<file path="src/design/scalar_fixed_pkg.sv">
// Shared types for the fixed-point scalar unit.
// Modules pull these in with a wildcard import in their header.
`default_nettype none

package scalar_fixed_pkg;

  ////////////////////
  // Word format
  ////////////////////

  // Width of every operand and result
  localparam int WORD_SIZE = 32;

  // Two's complement fixed-point word, binary point set by FRAC_SIZE
  typedef logic signed [WORD_SIZE-1:0] fixed_t;

  // Saturation limits shared by add/sub and multiply
  localparam fixed_t FIXED_MAX = fixed_t'({1'b0, {(WORD_SIZE-1){1'b1}}});
  localparam fixed_t FIXED_MIN = fixed_t'({1'b1, {(WORD_SIZE-1){1'b0}}});

  ////////////////////
  // Operations
  ////////////////////

  typedef enum logic [1:0] {
    OP_ADD = 2'd0,
    OP_SUB = 2'd1,
    OP_MUL = 2'd2
  } scalar_op_e;

  // One client request, 66 bits
  typedef struct packed {
    scalar_op_e op;
    fixed_t     operand_a;
    fixed_t     operand_b;
  } scalar_req_t;

  // Result plus saturation flag, 33 bits
  typedef struct packed {
    fixed_t result;
    logic   overflow;
  } scalar_rsp_t;

endpackage

`default_nettype wire

</file>
<file path="src/design/scalar_fixed_executor.sv">
// Executes one scalar request at a time.
// Add and subtract finish in one cycle; multiply goes through the shift-add multiplier.
`timescale 1ns/1ps
`default_nettype none

module scalar_fixed_executor
  import scalar_fixed_pkg::*;
#(
  parameter int FRAC_SIZE = 16
) (
  input  logic        CLK,
  input  logic        RST,
  input  logic        start,
  input  scalar_req_t req,
  output logic        ready,
  output scalar_rsp_t rsp
);

  // Operation in flight
  logic busy;

  // Multiply path
  logic        mul_start;
  fixed_t      mul_a;
  fixed_t      mul_b;
  logic        mul_ready;
  scalar_rsp_t mul_rsp;

  // Add/sub path
  logic                      alu_ready;
  scalar_rsp_t               alu_rsp;
  logic signed [WORD_SIZE:0] sum_wide;
  logic                      sum_ovf;
  scalar_rsp_t               sum_rsp;

  ////////////////////
  // Add / subtract
  ////////////////////

  // One guard bit catches the carry out of the sign
  always_comb begin
    if (req.op == OP_SUB) begin
      sum_wide = {req.operand_a[WORD_SIZE-1], req.operand_a} -
                 {req.operand_b[WORD_SIZE-1], req.operand_b};
    end else begin
      sum_wide = {req.operand_a[WORD_SIZE-1], req.operand_a} +
                 {req.operand_b[WORD_SIZE-1], req.operand_b};
    end
  end

  // Guard and sign disagree on overflow
  assign sum_ovf          = sum_wide[WORD_SIZE] != sum_wide[WORD_SIZE-1];
  assign sum_rsp.result   = sum_ovf ? (sum_wide[WORD_SIZE] ? FIXED_MIN : FIXED_MAX) :
                            sum_wide[WORD_SIZE-1:0];
  assign sum_rsp.overflow = sum_ovf;

  // Control and handshake pulses
  always_ff @(posedge CLK or posedge RST) begin
    if (RST) begin
      busy      <= 1'b0;
      mul_start <= 1'b0;
      alu_ready <= 1'b0;
    end else begin
      alu_ready <= start && (req.op != OP_MUL);
      mul_start <= start && (req.op == OP_MUL);
      if (start) begin
        busy <= 1'b1;
      end else if (ready) begin
        busy <= 1'b0;
      end
    end
  end

  // Operands for the multiplier, add/sub result
  always_ff @(posedge CLK) begin
    if (start) begin
      mul_a   <= req.operand_a;
      mul_b   <= req.operand_b;
      alu_rsp <= sum_rsp;
    end
  end

  scalar_fixed_multiplier #(
    .FRAC_SIZE (FRAC_SIZE)
  ) u_multiplier (
    .CLK       (CLK),
    .RST       (RST),
    .start     (mul_start),
    .operand_a (mul_a),
    .operand_b (mul_b),
    .ready     (mul_ready),
    .rsp       (mul_rsp)
  );

  // The two paths never finish in the same cycle
  assign ready = alu_ready | mul_ready;
  assign rsp   = mul_ready ? mul_rsp : alu_rsp;

  a_no_start_busy : assert property (@(posedge CLK) disable iff (RST) busy |-> !start)
    else $error("executor started during an operation");

endmodule

`default_nettype wire

</file>
<file path="src/design/scalar_fixed_multiplier.sv">
// Iterative signed fixed-point multiplier with a START/READY handshake.
// One shift-add step per bit, then a scale and saturate step; READY is a single pulse.
`timescale 1ns/1ps
`default_nettype none

module scalar_fixed_multiplier
  import scalar_fixed_pkg::*;
#(
  parameter int FRAC_SIZE = 16
) (
  input  logic        CLK,
  input  logic        RST,
  input  logic        start,
  input  fixed_t      operand_a,
  input  fixed_t      operand_b,
  output logic        ready,
  output scalar_rsp_t rsp
);

  localparam int PROD_SIZE = 2 * WORD_SIZE;
  localparam int CNT_SIZE  = $clog2(WORD_SIZE + 1);
  // Count value once all partial products are summed
  localparam logic [CNT_SIZE-1:0] LAST_STEP = CNT_SIZE'(WORD_SIZE);

  // Control
  logic                 busy;
  logic [CNT_SIZE-1:0]  step_cnt;

  // Datapath registers
  logic                 neg_q;
  logic [PROD_SIZE-1:0] acc_q;
  logic [PROD_SIZE-1:0] mcand_q;
  logic [WORD_SIZE-1:0] mplier_q;

  // Combinational helpers
  logic [WORD_SIZE-1:0]        mag_a;
  logic [WORD_SIZE-1:0]        mag_b;
  logic signed [PROD_SIZE-1:0] prod_signed;
  logic signed [PROD_SIZE-1:0] prod_scaled;
  logic                        fits;
  scalar_rsp_t                 rsp_next;

  ////////////////////
  // Magnitudes
  ////////////////////

  // Most negative input maps to 2^(W-1), still fits unsigned
  assign mag_a = operand_a[WORD_SIZE-1] ? -operand_a : operand_a;
  assign mag_b = operand_b[WORD_SIZE-1] ? -operand_b : operand_b;

  ////////////////////
  // Scale and saturate
  ////////////////////

  // Magnitude product stays below 2^63, no sign bit clash
  assign prod_signed = neg_q ? -$signed(acc_q) : $signed(acc_q);
  // Arithmetic shift floors toward minus infinity
  assign prod_scaled = prod_signed >>> FRAC_SIZE;
  // In range when every bit above the result MSB copies it
  assign fits = (prod_scaled[PROD_SIZE-1:WORD_SIZE-1] == '0) ||
                (prod_scaled[PROD_SIZE-1:WORD_SIZE-1] == '1);

  assign rsp_next.result   = fits ? prod_scaled[WORD_SIZE-1:0] :
                             (prod_scaled[PROD_SIZE-1] ? FIXED_MIN : FIXED_MAX);
  assign rsp_next.overflow = !fits;

  // Step counter and READY pulse
  always_ff @(posedge CLK or posedge RST) begin
    if (RST) begin
      busy     <= 1'b0;
      step_cnt <= '0;
      ready    <= 1'b0;
    end else begin
      ready <= 1'b0;
      if (start) begin
        // First partial product is folded into the load
        busy     <= 1'b1;
        step_cnt <= CNT_SIZE'(1);
      end else if (busy) begin
        if (step_cnt == LAST_STEP) begin
          busy  <= 1'b0;
          ready <= 1'b1;
        end else begin
          step_cnt <= step_cnt + 1'b1;
        end
      end
    end
  end

  // Shift-add datapath
  always_ff @(posedge CLK) begin
    if (start) begin
      neg_q    <= operand_a[WORD_SIZE-1] ^ operand_b[WORD_SIZE-1];
      acc_q    <= mag_b[0] ? PROD_SIZE'(mag_a) : '0;
      mcand_q  <= PROD_SIZE'(mag_a) << 1;
      mplier_q <= mag_b >> 1;
    end else if (busy) begin
      if (step_cnt == LAST_STEP) begin
        rsp <= rsp_next;
      end else begin
        // Add shifted multiplicand when the current bit is set
        if (mplier_q[0]) begin
          acc_q <= acc_q + mcand_q;
        end
        mcand_q  <= mcand_q << 1;
        mplier_q <= mplier_q >> 1;
      end
    end
  end

  // No new operand pair while a product is still being formed
  a_no_start_busy : assert property (@(posedge CLK) disable iff (RST) busy |-> !start)
    else $error("multiplier started while busy");

endmodule

`default_nettype wire

</file>
<file path="src/design/scalar_fixed_unit.sv">
// Top of the shared fixed-point unit.
// Clients attach to the req/ack ports; one executor is shared round-robin.
`timescale 1ns/1ps
`default_nettype none

module scalar_fixed_unit
  import scalar_fixed_pkg::*;
#(
  parameter int FRAC_SIZE = 16,
  parameter int CLIENTS   = 2
) (
  input  logic               CLK,
  input  logic               RST,
  input  logic [CLIENTS-1:0] req,
  input  scalar_req_t        req_data [CLIENTS],
  output logic [CLIENTS-1:0] ack,
  output scalar_rsp_t        rsp_data [CLIENTS]
);

  // Arbiter to executor link
  logic        exec_start;
  scalar_req_t exec_req;
  logic        exec_ready;
  scalar_rsp_t exec_rsp;

  scalar_request_arbiter #(
    .CLIENTS (CLIENTS)
  ) u_arbiter (
    .CLK        (CLK),
    .RST        (RST),
    .req        (req),
    .req_data   (req_data),
    .ack        (ack),
    .rsp_data   (rsp_data),
    .exec_start (exec_start),
    .exec_req   (exec_req),
    .exec_ready (exec_ready),
    .exec_rsp   (exec_rsp)
  );

  scalar_fixed_executor #(
    .FRAC_SIZE (FRAC_SIZE)
  ) u_executor (
    .CLK   (CLK),
    .RST   (RST),
    .start (exec_start),
    .req   (exec_req),
    .ready (exec_ready),
    .rsp   (exec_rsp)
  );

endmodule

`default_nettype wire

</file>
<file path="src/design/scalar_request_arbiter.sv">
// Round-robin arbiter between the client four-phase ports and the executor.
// Issues one request at a time and keeps each client's response until its req drops.
`timescale 1ns/1ps
`default_nettype none

module scalar_request_arbiter
  import scalar_fixed_pkg::*;
#(
  parameter int CLIENTS = 2
) (
  input  logic               CLK,
  input  logic               RST,
  input  logic [CLIENTS-1:0] req,
  input  scalar_req_t        req_data [CLIENTS],
  output logic [CLIENTS-1:0] ack,
  output scalar_rsp_t        rsp_data [CLIENTS],
  output logic               exec_start,
  output scalar_req_t        exec_req,
  input  logic               exec_ready,
  input  scalar_rsp_t        exec_rsp
);

  localparam int IDX_SIZE = (CLIENTS > 1) ? $clog2(CLIENTS) : 1;
  localparam logic [IDX_SIZE-1:0] LAST_IDX = IDX_SIZE'(CLIENTS - 1);

  logic [CLIENTS-1:0]  req_q;
  logic [CLIENTS-1:0]  eligible;
  logic                running;
  logic [IDX_SIZE-1:0] owner;
  // Highest priority client for the next grant
  logic [IDX_SIZE-1:0] rr_ptr;
  logic [IDX_SIZE-1:0] grant_idx;
  logic                grant_found;
  logic                issue;

  ////////////////////
  // Grant selection
  ////////////////////

  // A running operation blocks every grant, its owner included
  assign eligible = req_q & ~ack;
  assign issue    = !running && grant_found;

  // Scan from rr_ptr upward with wrap
  always_comb begin : rr_search
    int idx;
    grant_found = 1'b0;
    grant_idx   = '0;
    for (int k = 0; k < CLIENTS; k++) begin
      idx = int'(rr_ptr) + k;
      if (idx >= CLIENTS) begin
        idx = idx - CLIENTS;
      end
      if (!grant_found && eligible[idx]) begin
        grant_found = 1'b1;
        grant_idx   = IDX_SIZE'(idx);
      end
    end
  end

  ////////////////////
  // Control state
  ////////////////////

  always_ff @(posedge CLK or posedge RST) begin
    if (RST) begin
      req_q      <= '0;
      ack        <= '0;
      running    <= 1'b0;
      owner      <= '0;
      rr_ptr     <= '0;
      exec_start <= 1'b0;
    end else begin
      req_q      <= req;
      exec_start <= issue;
      if (issue) begin
        running <= 1'b1;
        owner   <= grant_idx;
        rr_ptr  <= (grant_idx == LAST_IDX) ? '0 : grant_idx + 1'b1;
      end else if (exec_ready) begin
        running <= 1'b0;
      end
      // Ack up on the owner's result, down once that client lets go
      for (int i = 0; i < CLIENTS; i++) begin
        if (exec_ready && owner == IDX_SIZE'(i)) begin
          ack[i] <= 1'b1;
        end else if (ack[i] && !req_q[i]) begin
          ack[i] <= 1'b0;
        end
      end
    end
  end

  // Issued request and per-client result holding
  always_ff @(posedge CLK) begin
    if (issue) begin
      exec_req <= req_data[grant_idx];
    end
    for (int i = 0; i < CLIENTS; i++) begin
      if (exec_ready && owner == IDX_SIZE'(i)) begin
        rsp_data[i] <= exec_rsp;
      end
    end
  end

  // Req as seen at the edge that raised ack
  for (genvar g = 0; g < CLIENTS; g++) begin : g_ack_check
    a_ack_on_req : assert property (@(posedge CLK) disable iff (RST)
                                    $rose(ack[g]) |-> $past(req[g]))
      else $error("ack raised without a pending req");
  end

  // Executor result only for an issued operation
  a_ready_in_op : assert property (@(posedge CLK) disable iff (RST) exec_ready |-> running)
    else $error("executor ready with no operation running");

endmodule

`default_nettype wire

</file>
<file path="config.mk">
export PLATFORM = sky130hd
export DESIGN_NAME = scalar_fixed_unit
export DESIGN_NICKNAME = d
export VERILOG_FILES = /design/src/design/scalar_fixed_pkg.sv /design/src/design/scalar_fixed_executor.sv /design/src/design/scalar_fixed_multiplier.sv /design/src/design/scalar_fixed_unit.sv /design/src/design/scalar_request_arbiter.sv
export SDC_FILE = /design/constraint.sdc
export NUM_CORES = 1
export LEC_CHECK = 0
export BUFFER_PORTS_ARGS = -buffer_cell sky130_fd_sc_hd__buf_2
export CAP_MARGIN = 20
export CORE_MARGIN = 2
export CORE_UTILIZATION = 40
export CTS_CLUSTER_DIAMETER = 150
export DETAILED_ROUTE_END_ITERATION = 8
export PLACE_DENSITY = 0.6
export SYNTH_ARGS = -nofsm -noshare
export SYNTH_HDL_FRONTEND = slang
export SYNTH_SLANG_ARGS = --single-unit
</file>
<file path="constraint.sdc">
create_clock -name CLK -period 8.2 [get_ports CLK]
set_clock_uncertainty 0.05 [all_clocks]
set_input_delay 0.41 -clock CLK [delete_from_list [all_inputs] [get_ports CLK]]
set_output_delay 0.41 -clock CLK [all_outputs]
set_load 0.05 [all_outputs]
</file>
==> After elaboration in Yosys (flattened, before gate mapping) <==
Index checks and enable logic that the tools add are counted.
{ "totals": {"reg_bits": 439, "output_inout_bits": 68, "wordCells": 136} }
{ "op_classes": {"addsub": 11, "n_lt_le_gt_ge": 5, "n_eq_ne": 7, "mux": 51, "bitwise_logic": 8, "reduce_logical": 24} }
{ "ops": {"columns": ["cell", "count"], "rows": [
  ["$mux W64", 5],
  ["$mux W32", 9],
  ["$mux W66", 3],
  ["$mux W33", 5],
  ["$mux W31", 3],
  ["$add A64 B64 Y64", 1],
  ["$lt A32 B3 Y1 const B", 2],
  ["$neg A32 Y32", 2],
  ["$neg A64 Y64", 1],
  ["$add A32 B32 Y33", 1],
  ["$eq A33 B33 Y1 const B", 1],
  ["$logic_not A33 Y1", 1],
  ["$sub A32 B32 Y33", 1],
  ["$ge A32 B3 Y1 const B", 1],
  ["$sub A32 B3 Y32 const B", 1],
  ["$mux W1", 23],
  ["$mux W6", 3],
  ["$reduce_bool A2 Y1", 5],
  ["$logic_and A1 B1 Y1", 8],
  ["$add A6 B1 Y6 const B", 1],
  ["$eq A6 B6 Y1 const B", 1],
  ["$reduce_and A3 Y1", 2],
  ["$logic_not A1 Y1", 5],
  ["$reduce_and A2 Y1", 2],
  ["17 further kinds", 19]
]} }

==> Depth between registers and ports, before layout <==
{ "depth": {"word_depth": 13, "depth_mapped": 22} }

==> Modules after synthesis <==
A second synthesis with hierarchy kept.
{ "unflattened": {"cells_unflattened": 2262, "area_unflattened_um2": 24821.3} }
{ "modules_own_cells": {"columns": ["mod", "instances", "cells_per_inst", "area_per_inst_um2", "seq_area_each_um2"], "rows": [
  ["scalar_fixed_multiplier", 1, 1505, 13626.8, 5655.4],
  ["scalar_fixed_executor", 1, 530, 6058.3, 2962.8],
  ["scalar_request_arbiter", 1, 227, 5136.2, 4164.0]
]} }

==> Worst setup path before layout <==
OpenSTA, ideal clock, no wires.
{ "synth_path": {"kind": "flip-flop to flip-flop", "from": "reg u_arbiter.ack[0]", "to": "reg u_arbiter.owner", "setup_ps": 82, "arrival_ps": 4814, "required_ps": 8068, "slack_ps": 3254, "stages_incl_launch_ff": 4, "path_buffers": 0, "period_less_slack_ps": 4946, "path_cell_list": "dfrtp_1 nand2b_1 a21oi_1 mux2_2"} }
{ "synth_between": {"elab_chain_cells": 10} }
{ "synth_rtl": {"columns": ["element", "line_no", "text"], "rows": [
  ["start: declaration", "scalar_request_arbiter.sv:15", "output logic [CLIENTS-1:0] ack,"],
  ["start signal: assignment", "scalar_request_arbiter.sv:68", "ack <= '0;"],
  ["start signal: indexed assignment", "scalar_request_arbiter.sv:86", "ack[i] <= 1'b1;"],
  ["start signal: indexed assignment", "scalar_request_arbiter.sv:88", "ack[i] <= 1'b0;"],
  ["$not A2 Y2 *", "scalar_request_arbiter.sv:41", "assign eligible = req_q & ~ack;"],
  ["$and A2 B2 Y2 *", "scalar_request_arbiter.sv:41", null],
  ["$mux W1 (implied by the code) (3 in series)", "scalar_request_arbiter.sv:54", "if (!grant_found && eligible[idx]) begin"],
  ["$mux W1", "scalar_request_arbiter.sv:54", null],
  ["$logic_not A1 Y1", "scalar_request_arbiter.sv:54", null],
  ["$logic_and A1 B1 Y1", "scalar_request_arbiter.sv:54", null],
  ["$mux W1 *", "scalar_request_arbiter.sv:54", null],
  ["$logic_and A1 B1 Y1 *", "scalar_request_arbiter.sv:42", "assign issue = !running && grant_found;"],
  ["via u_arbiter.issue", "scalar_request_arbiter.sv:34", "logic issue;"],
  ["end signal: assignment", "scalar_request_arbiter.sv:78", "owner <= grant_idx;"],
  ["end: declaration", "scalar_request_arbiter.sv:29", "logic [IDX_SIZE-1:0] owner;"]
]} }
Mark *: on every way through the listed nets, which the timed path passes. The rest lies on a longest branch. The select of a mux whose other input is x is not followed.
A chain may end at the register's enable or synchronous reset.

==> impl_metrics.py <==
metrics = {
    "clock_tree": {
        "cts_tree": "done",
        "h-tree-depth": 2,
        "clock-root-buffer": "clkbuf_16",
        "clk_pin_slew_ns": 0.06,
        "holdBufCountCts": 3,
        "cts_setup_buffers": 0,
        "cts_resized": 0,
        "cts_sinks": 439,
        "insertion_delay_ns": 0.62,
        "clockBufferDepth": 3,
        "cts_buffers": 49,
    },
    "critical_path": {
        "crit_buf_inv": 1,
        "startpoint_type": "flop",
        "cp_top_family": "simple AND/OR/NAND/NOR gates",
        "path_cells": "nor4_1 > nand4b_1 > nor2_1 > nand2_1 > or3_1 > nand2_1 > xor2_1 > ha_1 > and3_1 > and2_1 > nand3_1 > inv_1 > a21oi_1 > o21ai_0 > o41a_1 > xnor2_1 > nand2_1 > a21oi_1",
        "critPathSlowestCell": "xnor2_1",
        "worstPathMaxFanout": 24,
        "worstSetupEndpointType": "flop",
        "path_common_cell": "nand2_1",
        "critPathRequiredTime_ns": 8.58,
        "critical_path_class": "reg2reg",
        "cp_data_arrival_time_ns": 6.54,
        "critical_path.max_stage_delay_ns": 0.73,
    },
    "placed_design": {
        "dp_cells": 3077,
        "place_congestion": 0.894,
        "io_buffers": 203,
        "dpl.hpwl_um": 46800,
    },
    "global_route": {
        "grt_pass1_wl_um": 97100,
        "grt_overflow": 0,
        "grt_max_degree": 79,
        "antenna_found_initial": 1,
        "track_usage": 0.199,
        "grt_pass1_vias": 16941,
    },
    "routing": {
        "drt_pass1_iterations": 5,
        "wl_per_cell_um": 20.0,
        "drt_wl_total_um": 63400,
        "vias": 17647,
        "avgViaCountPerCell": 5.56,
        "drcViolationCount": 0,
        "first_iter_violations": 1455,
        "ant_nets": 0,
    },
    "final_layout": {
        "diodes": 0,
        "syn2layout_area_growth_pct": 15.2,
        "layout.cells.non_filler": 3173,
        "drive_gt1_frac": 0.180,
        "final_nets": 2587,
    },
    "sta": {
        "timing.final.crit_share": 0.751,
        "timing.final.crit_period_ns": 6.16,
        "fin_tns_setup_ns": 0,
        "fmax_mhz": 162,
        "hold_viol": 0,
        "rsz0062_at_grt": "false",
        "drv_slew": 0,
        "setup_violations": 0,
        "worst_pin_slew_ns": 1.05,
        "slew_headroom": 0.299,
    },
    "floorplanning": {
        "start_util": 0.402,
        "die_area_sq_um": 62300,
        "rows": 90,
        "core_sq_um": 60000,
        "die_h_um": 250,
        "io_pins": 204,
        "die_x_um": 250,
    },
    "power": {
        "leakage_uw": 0.0106,
        "power.density_nw_per_um2": 504,
        "ir_worst_vdd_uv": 220,
    },
    "logic_synthesis": {
        "syn-instance-count": 2164,
        "ys_warn_count": 0,
        "async_flop_share": 0.0410,
        "synth_cell_types": 68,
        "synth_nets": 2401,
        "ys_seq_elements": 439,
        "synth_flop_cell": "edfxtp_1",
        "netlist_area_sq_um": 24100,
        "synth_edf_count": 390,
        "syn_avg_cell_area_sq_um": 11.2,
        "ys_seq_area_frac": 0.530,
    },
    "run_status": {
        "status": "finished clean",
    },
    "worst_hold_path": {
        "min_path_type": "in2reg",
    },
    "flow_run": {
        "maxCapViolations": 0,
    },
}
-- worst reg2reg max path, delay by kind of cell (launching register included) --
kind / cells / cell delay, ns
DFF: 1 / 0.45
buffers and inverters: 1 / 0.04
and+or+nand+nor: 10 / 3.26
xor gates and xnor gates: 2 / 0.89
AOI/OAI and AO/OA: 4 / 0.99
adders and majority gates: 1 / 0.31
-- layout by cell type, fill, tap and decap left out, types with 24 or more instances in the layout --
cell type / count
a21o_1: 55
a21oi_1: 213
buf_2: 203
clkbuf_16: 49
dfxtp_1: 31
edfxtp_1: 390
ha_1: 99
inv_1: 50
mux2_2: 103
nand2_1: 174
nand3_1: 29
nor2_1: 166
nor3_1: 35
o21ai_0: 87
o21ai_1: 31
o22ai_1: 31
o31ai_1: 38
or4_1: 24
xnor2_1: 78
xor2_1: 145
-- metal layers --
layer	GRT usage	up-vias	wire (um)	share of wire
li1	-	8495	-	-
met1	0.290	8571	30500	0.48
met2	0.316	511	28700	0.45
met3	0.0259	70	2990	0.047
met4	0.0473	0	1200	0.019
met5	0	-	0	0
-- synth_stat cells, types with 5 or more instances --
master,number,share of area
a2111oi_0,6,0.0022
a211oi_1,10,0.0031
a21o_1,56,0.017
a21oi_1,214,0.044
a31oi_1,11,0.0029
a41oi_1,5,0.0018
and2_1,6,0.0016
and3_1,13,0.0034
clkbuf_1,81,0.013
dfrtp_1,18,0.019
dfxtp_1,31,0.026
edfxtp_1,390,0.49
ha_1,99,0.051
inv_1,50,0.0078
maj3_1,6,0.0025
mux2_2,103,0.048
mux2i_1,8,0.0033
nand2_1,174,0.027
nand2b_1,22,0.0057
nand3_1,29,0.0060
nand3b_1,5,0.0016
nand4_1,16,0.0041
nor2_1,168,0.026
nor2b_1,13,0.0034
nor3_1,35,0.0073
nor3b_1,5,0.0016
nor4_1,20,0.0052
o211ai_1,12,0.0037
o21a_1,9,0.0028
o21ai_0,87,0.018
o21ai_1,31,0.0064
o21bai_1,17,0.0053
o22ai_1,31,0.0080
o31ai_1,38,0.012
o41ai_1,18,0.0065
or3_1,15,0.0039
or4_1,24,0.0075
xnor2_1,78,0.028
xor2_1,145,0.053
-- state kept, by name, indices dropped and copies added, names as in the netlist --
| name | flops |
|---|---|
| u_executor.u_multiplier.step_cnt | 6 |
| u_arbiter.owner | 1 |
| u_arbiter.exec_req | 66 |
| u_executor.u_multiplier.rsp | 33 |
| u_arbiter.rsp_data | 66 |
| u_arbiter.rr_ptr | 1 |
| u_arbiter.ack | 2 |
| u_arbiter.running | 1 |
| u_executor.u_multiplier.acc_q | 64 |
| u_executor.alu_rsp | 33 |
| u_executor.u_multiplier.neg_q | 1 |
| u_executor.u_multiplier.ready | 1 |
| u_executor.mul_start | 1 |
| u_executor.mul_b | 32 |
| u_arbiter.req_q | 2 |
| u_executor.u_multiplier.busy | 1 |
| u_executor.alu_ready | 1 |
| u_arbiter.exec_start | 1 |
| u_executor.u_multiplier.mplier_q | 31 |
| u_executor.u_multiplier.mcand_q | 63 |
| u_executor.mul_a | 32 |
-- cells by family (layout without fill, tap and decap cells) --
| kind of cell | after synthesis | in the layout | synth area share |
|---|---|---|---|
| XOR/XNOR | 223 | 223 | 0.0809 |
| adder cells (fa/ha/maj) | 107 | 107 | 0.0555 |
| multiplexers | 111 | 111 | 0.0514 |
| AO/OA/AOI/OAI | 579 | 579 | 0.148 |
| flip-flops | 439 | 439 | 0.530 |
| AND/OR/NAND/NOR | 565 | 565 | 0.112 |
| buffers and inverters | 140 | 367 | 0.0231 |
-- through the flow --
step | hold WS (ns) | utilization | instance area [sq um] | power [uW] | setup WS [ns]
after floorplan | 0.299 | - | 24100 | 9490 | 3.25
after global placement | 0.394 | 0.432 | 25900 | 11400 | 2.50
after detailed placement | 0.392 | 0.432 | 26000 | 11500 | 2.09
after CTS | 0.0121 | 0.463 | 27800 | 14000 | 2.06
after global routing | 0.0239 | 0.463 | 27800 | 14900 | 1.47
final | 0.0466 | 0.463 | 27800 | 14000 | 2.04
-- power breakdown --
group / internal [uW] / total, uW / switching [uW]
Clock: 1460 / 2420 / 958
Combinational: 2530 / 6860 / 4330
Sequential: 3970 / 4720 / 756
Total: 7960 / 14000 / 6040
-- final timing paths --
path | start | end | slack [ns] | depth (start not counted)
setup / recovery | u_arbiter.exec_req[6]$_DFFE_PP_ | u_executor.alu_rsp[28]$_DFFE_PP_ | 2.04 | 18
hold / removal | req_data[122] | u_arbiter.exec_req[56]$_DFFE_PP_ | 0.05 | 2
setup reg to reg | u_arbiter.exec_req[6]$_DFFE_PP_ | u_executor.alu_rsp[28]$_DFFE_PP_ | 2.04 | 18
hold reg to reg | u_arbiter.exec_req[32]$_DFFE_PP_ | u_executor.mul_a[0]$_DFFE_PP_ | 0.40 | 0
max in group asynchronous | RST | u_arbiter.exec_start$_DFF_PP0_ | 6.92 | 3
min in group asynchronous | RST | u_executor.u_multiplier.step_cnt[3]$_DFFE_PP0P_ | 0.50 | 3
-- area by class of cell --
class	instances	area, sq um
clock buffers	55	1290
clock inverters	37	497
fillers	5448	32200
inverters	50	188
multi-input cells	1585	10800
flip-flops and latches	439	12800
well taps	782	978
repair buffers	225	1220
(Power assumes the default switching activity.)
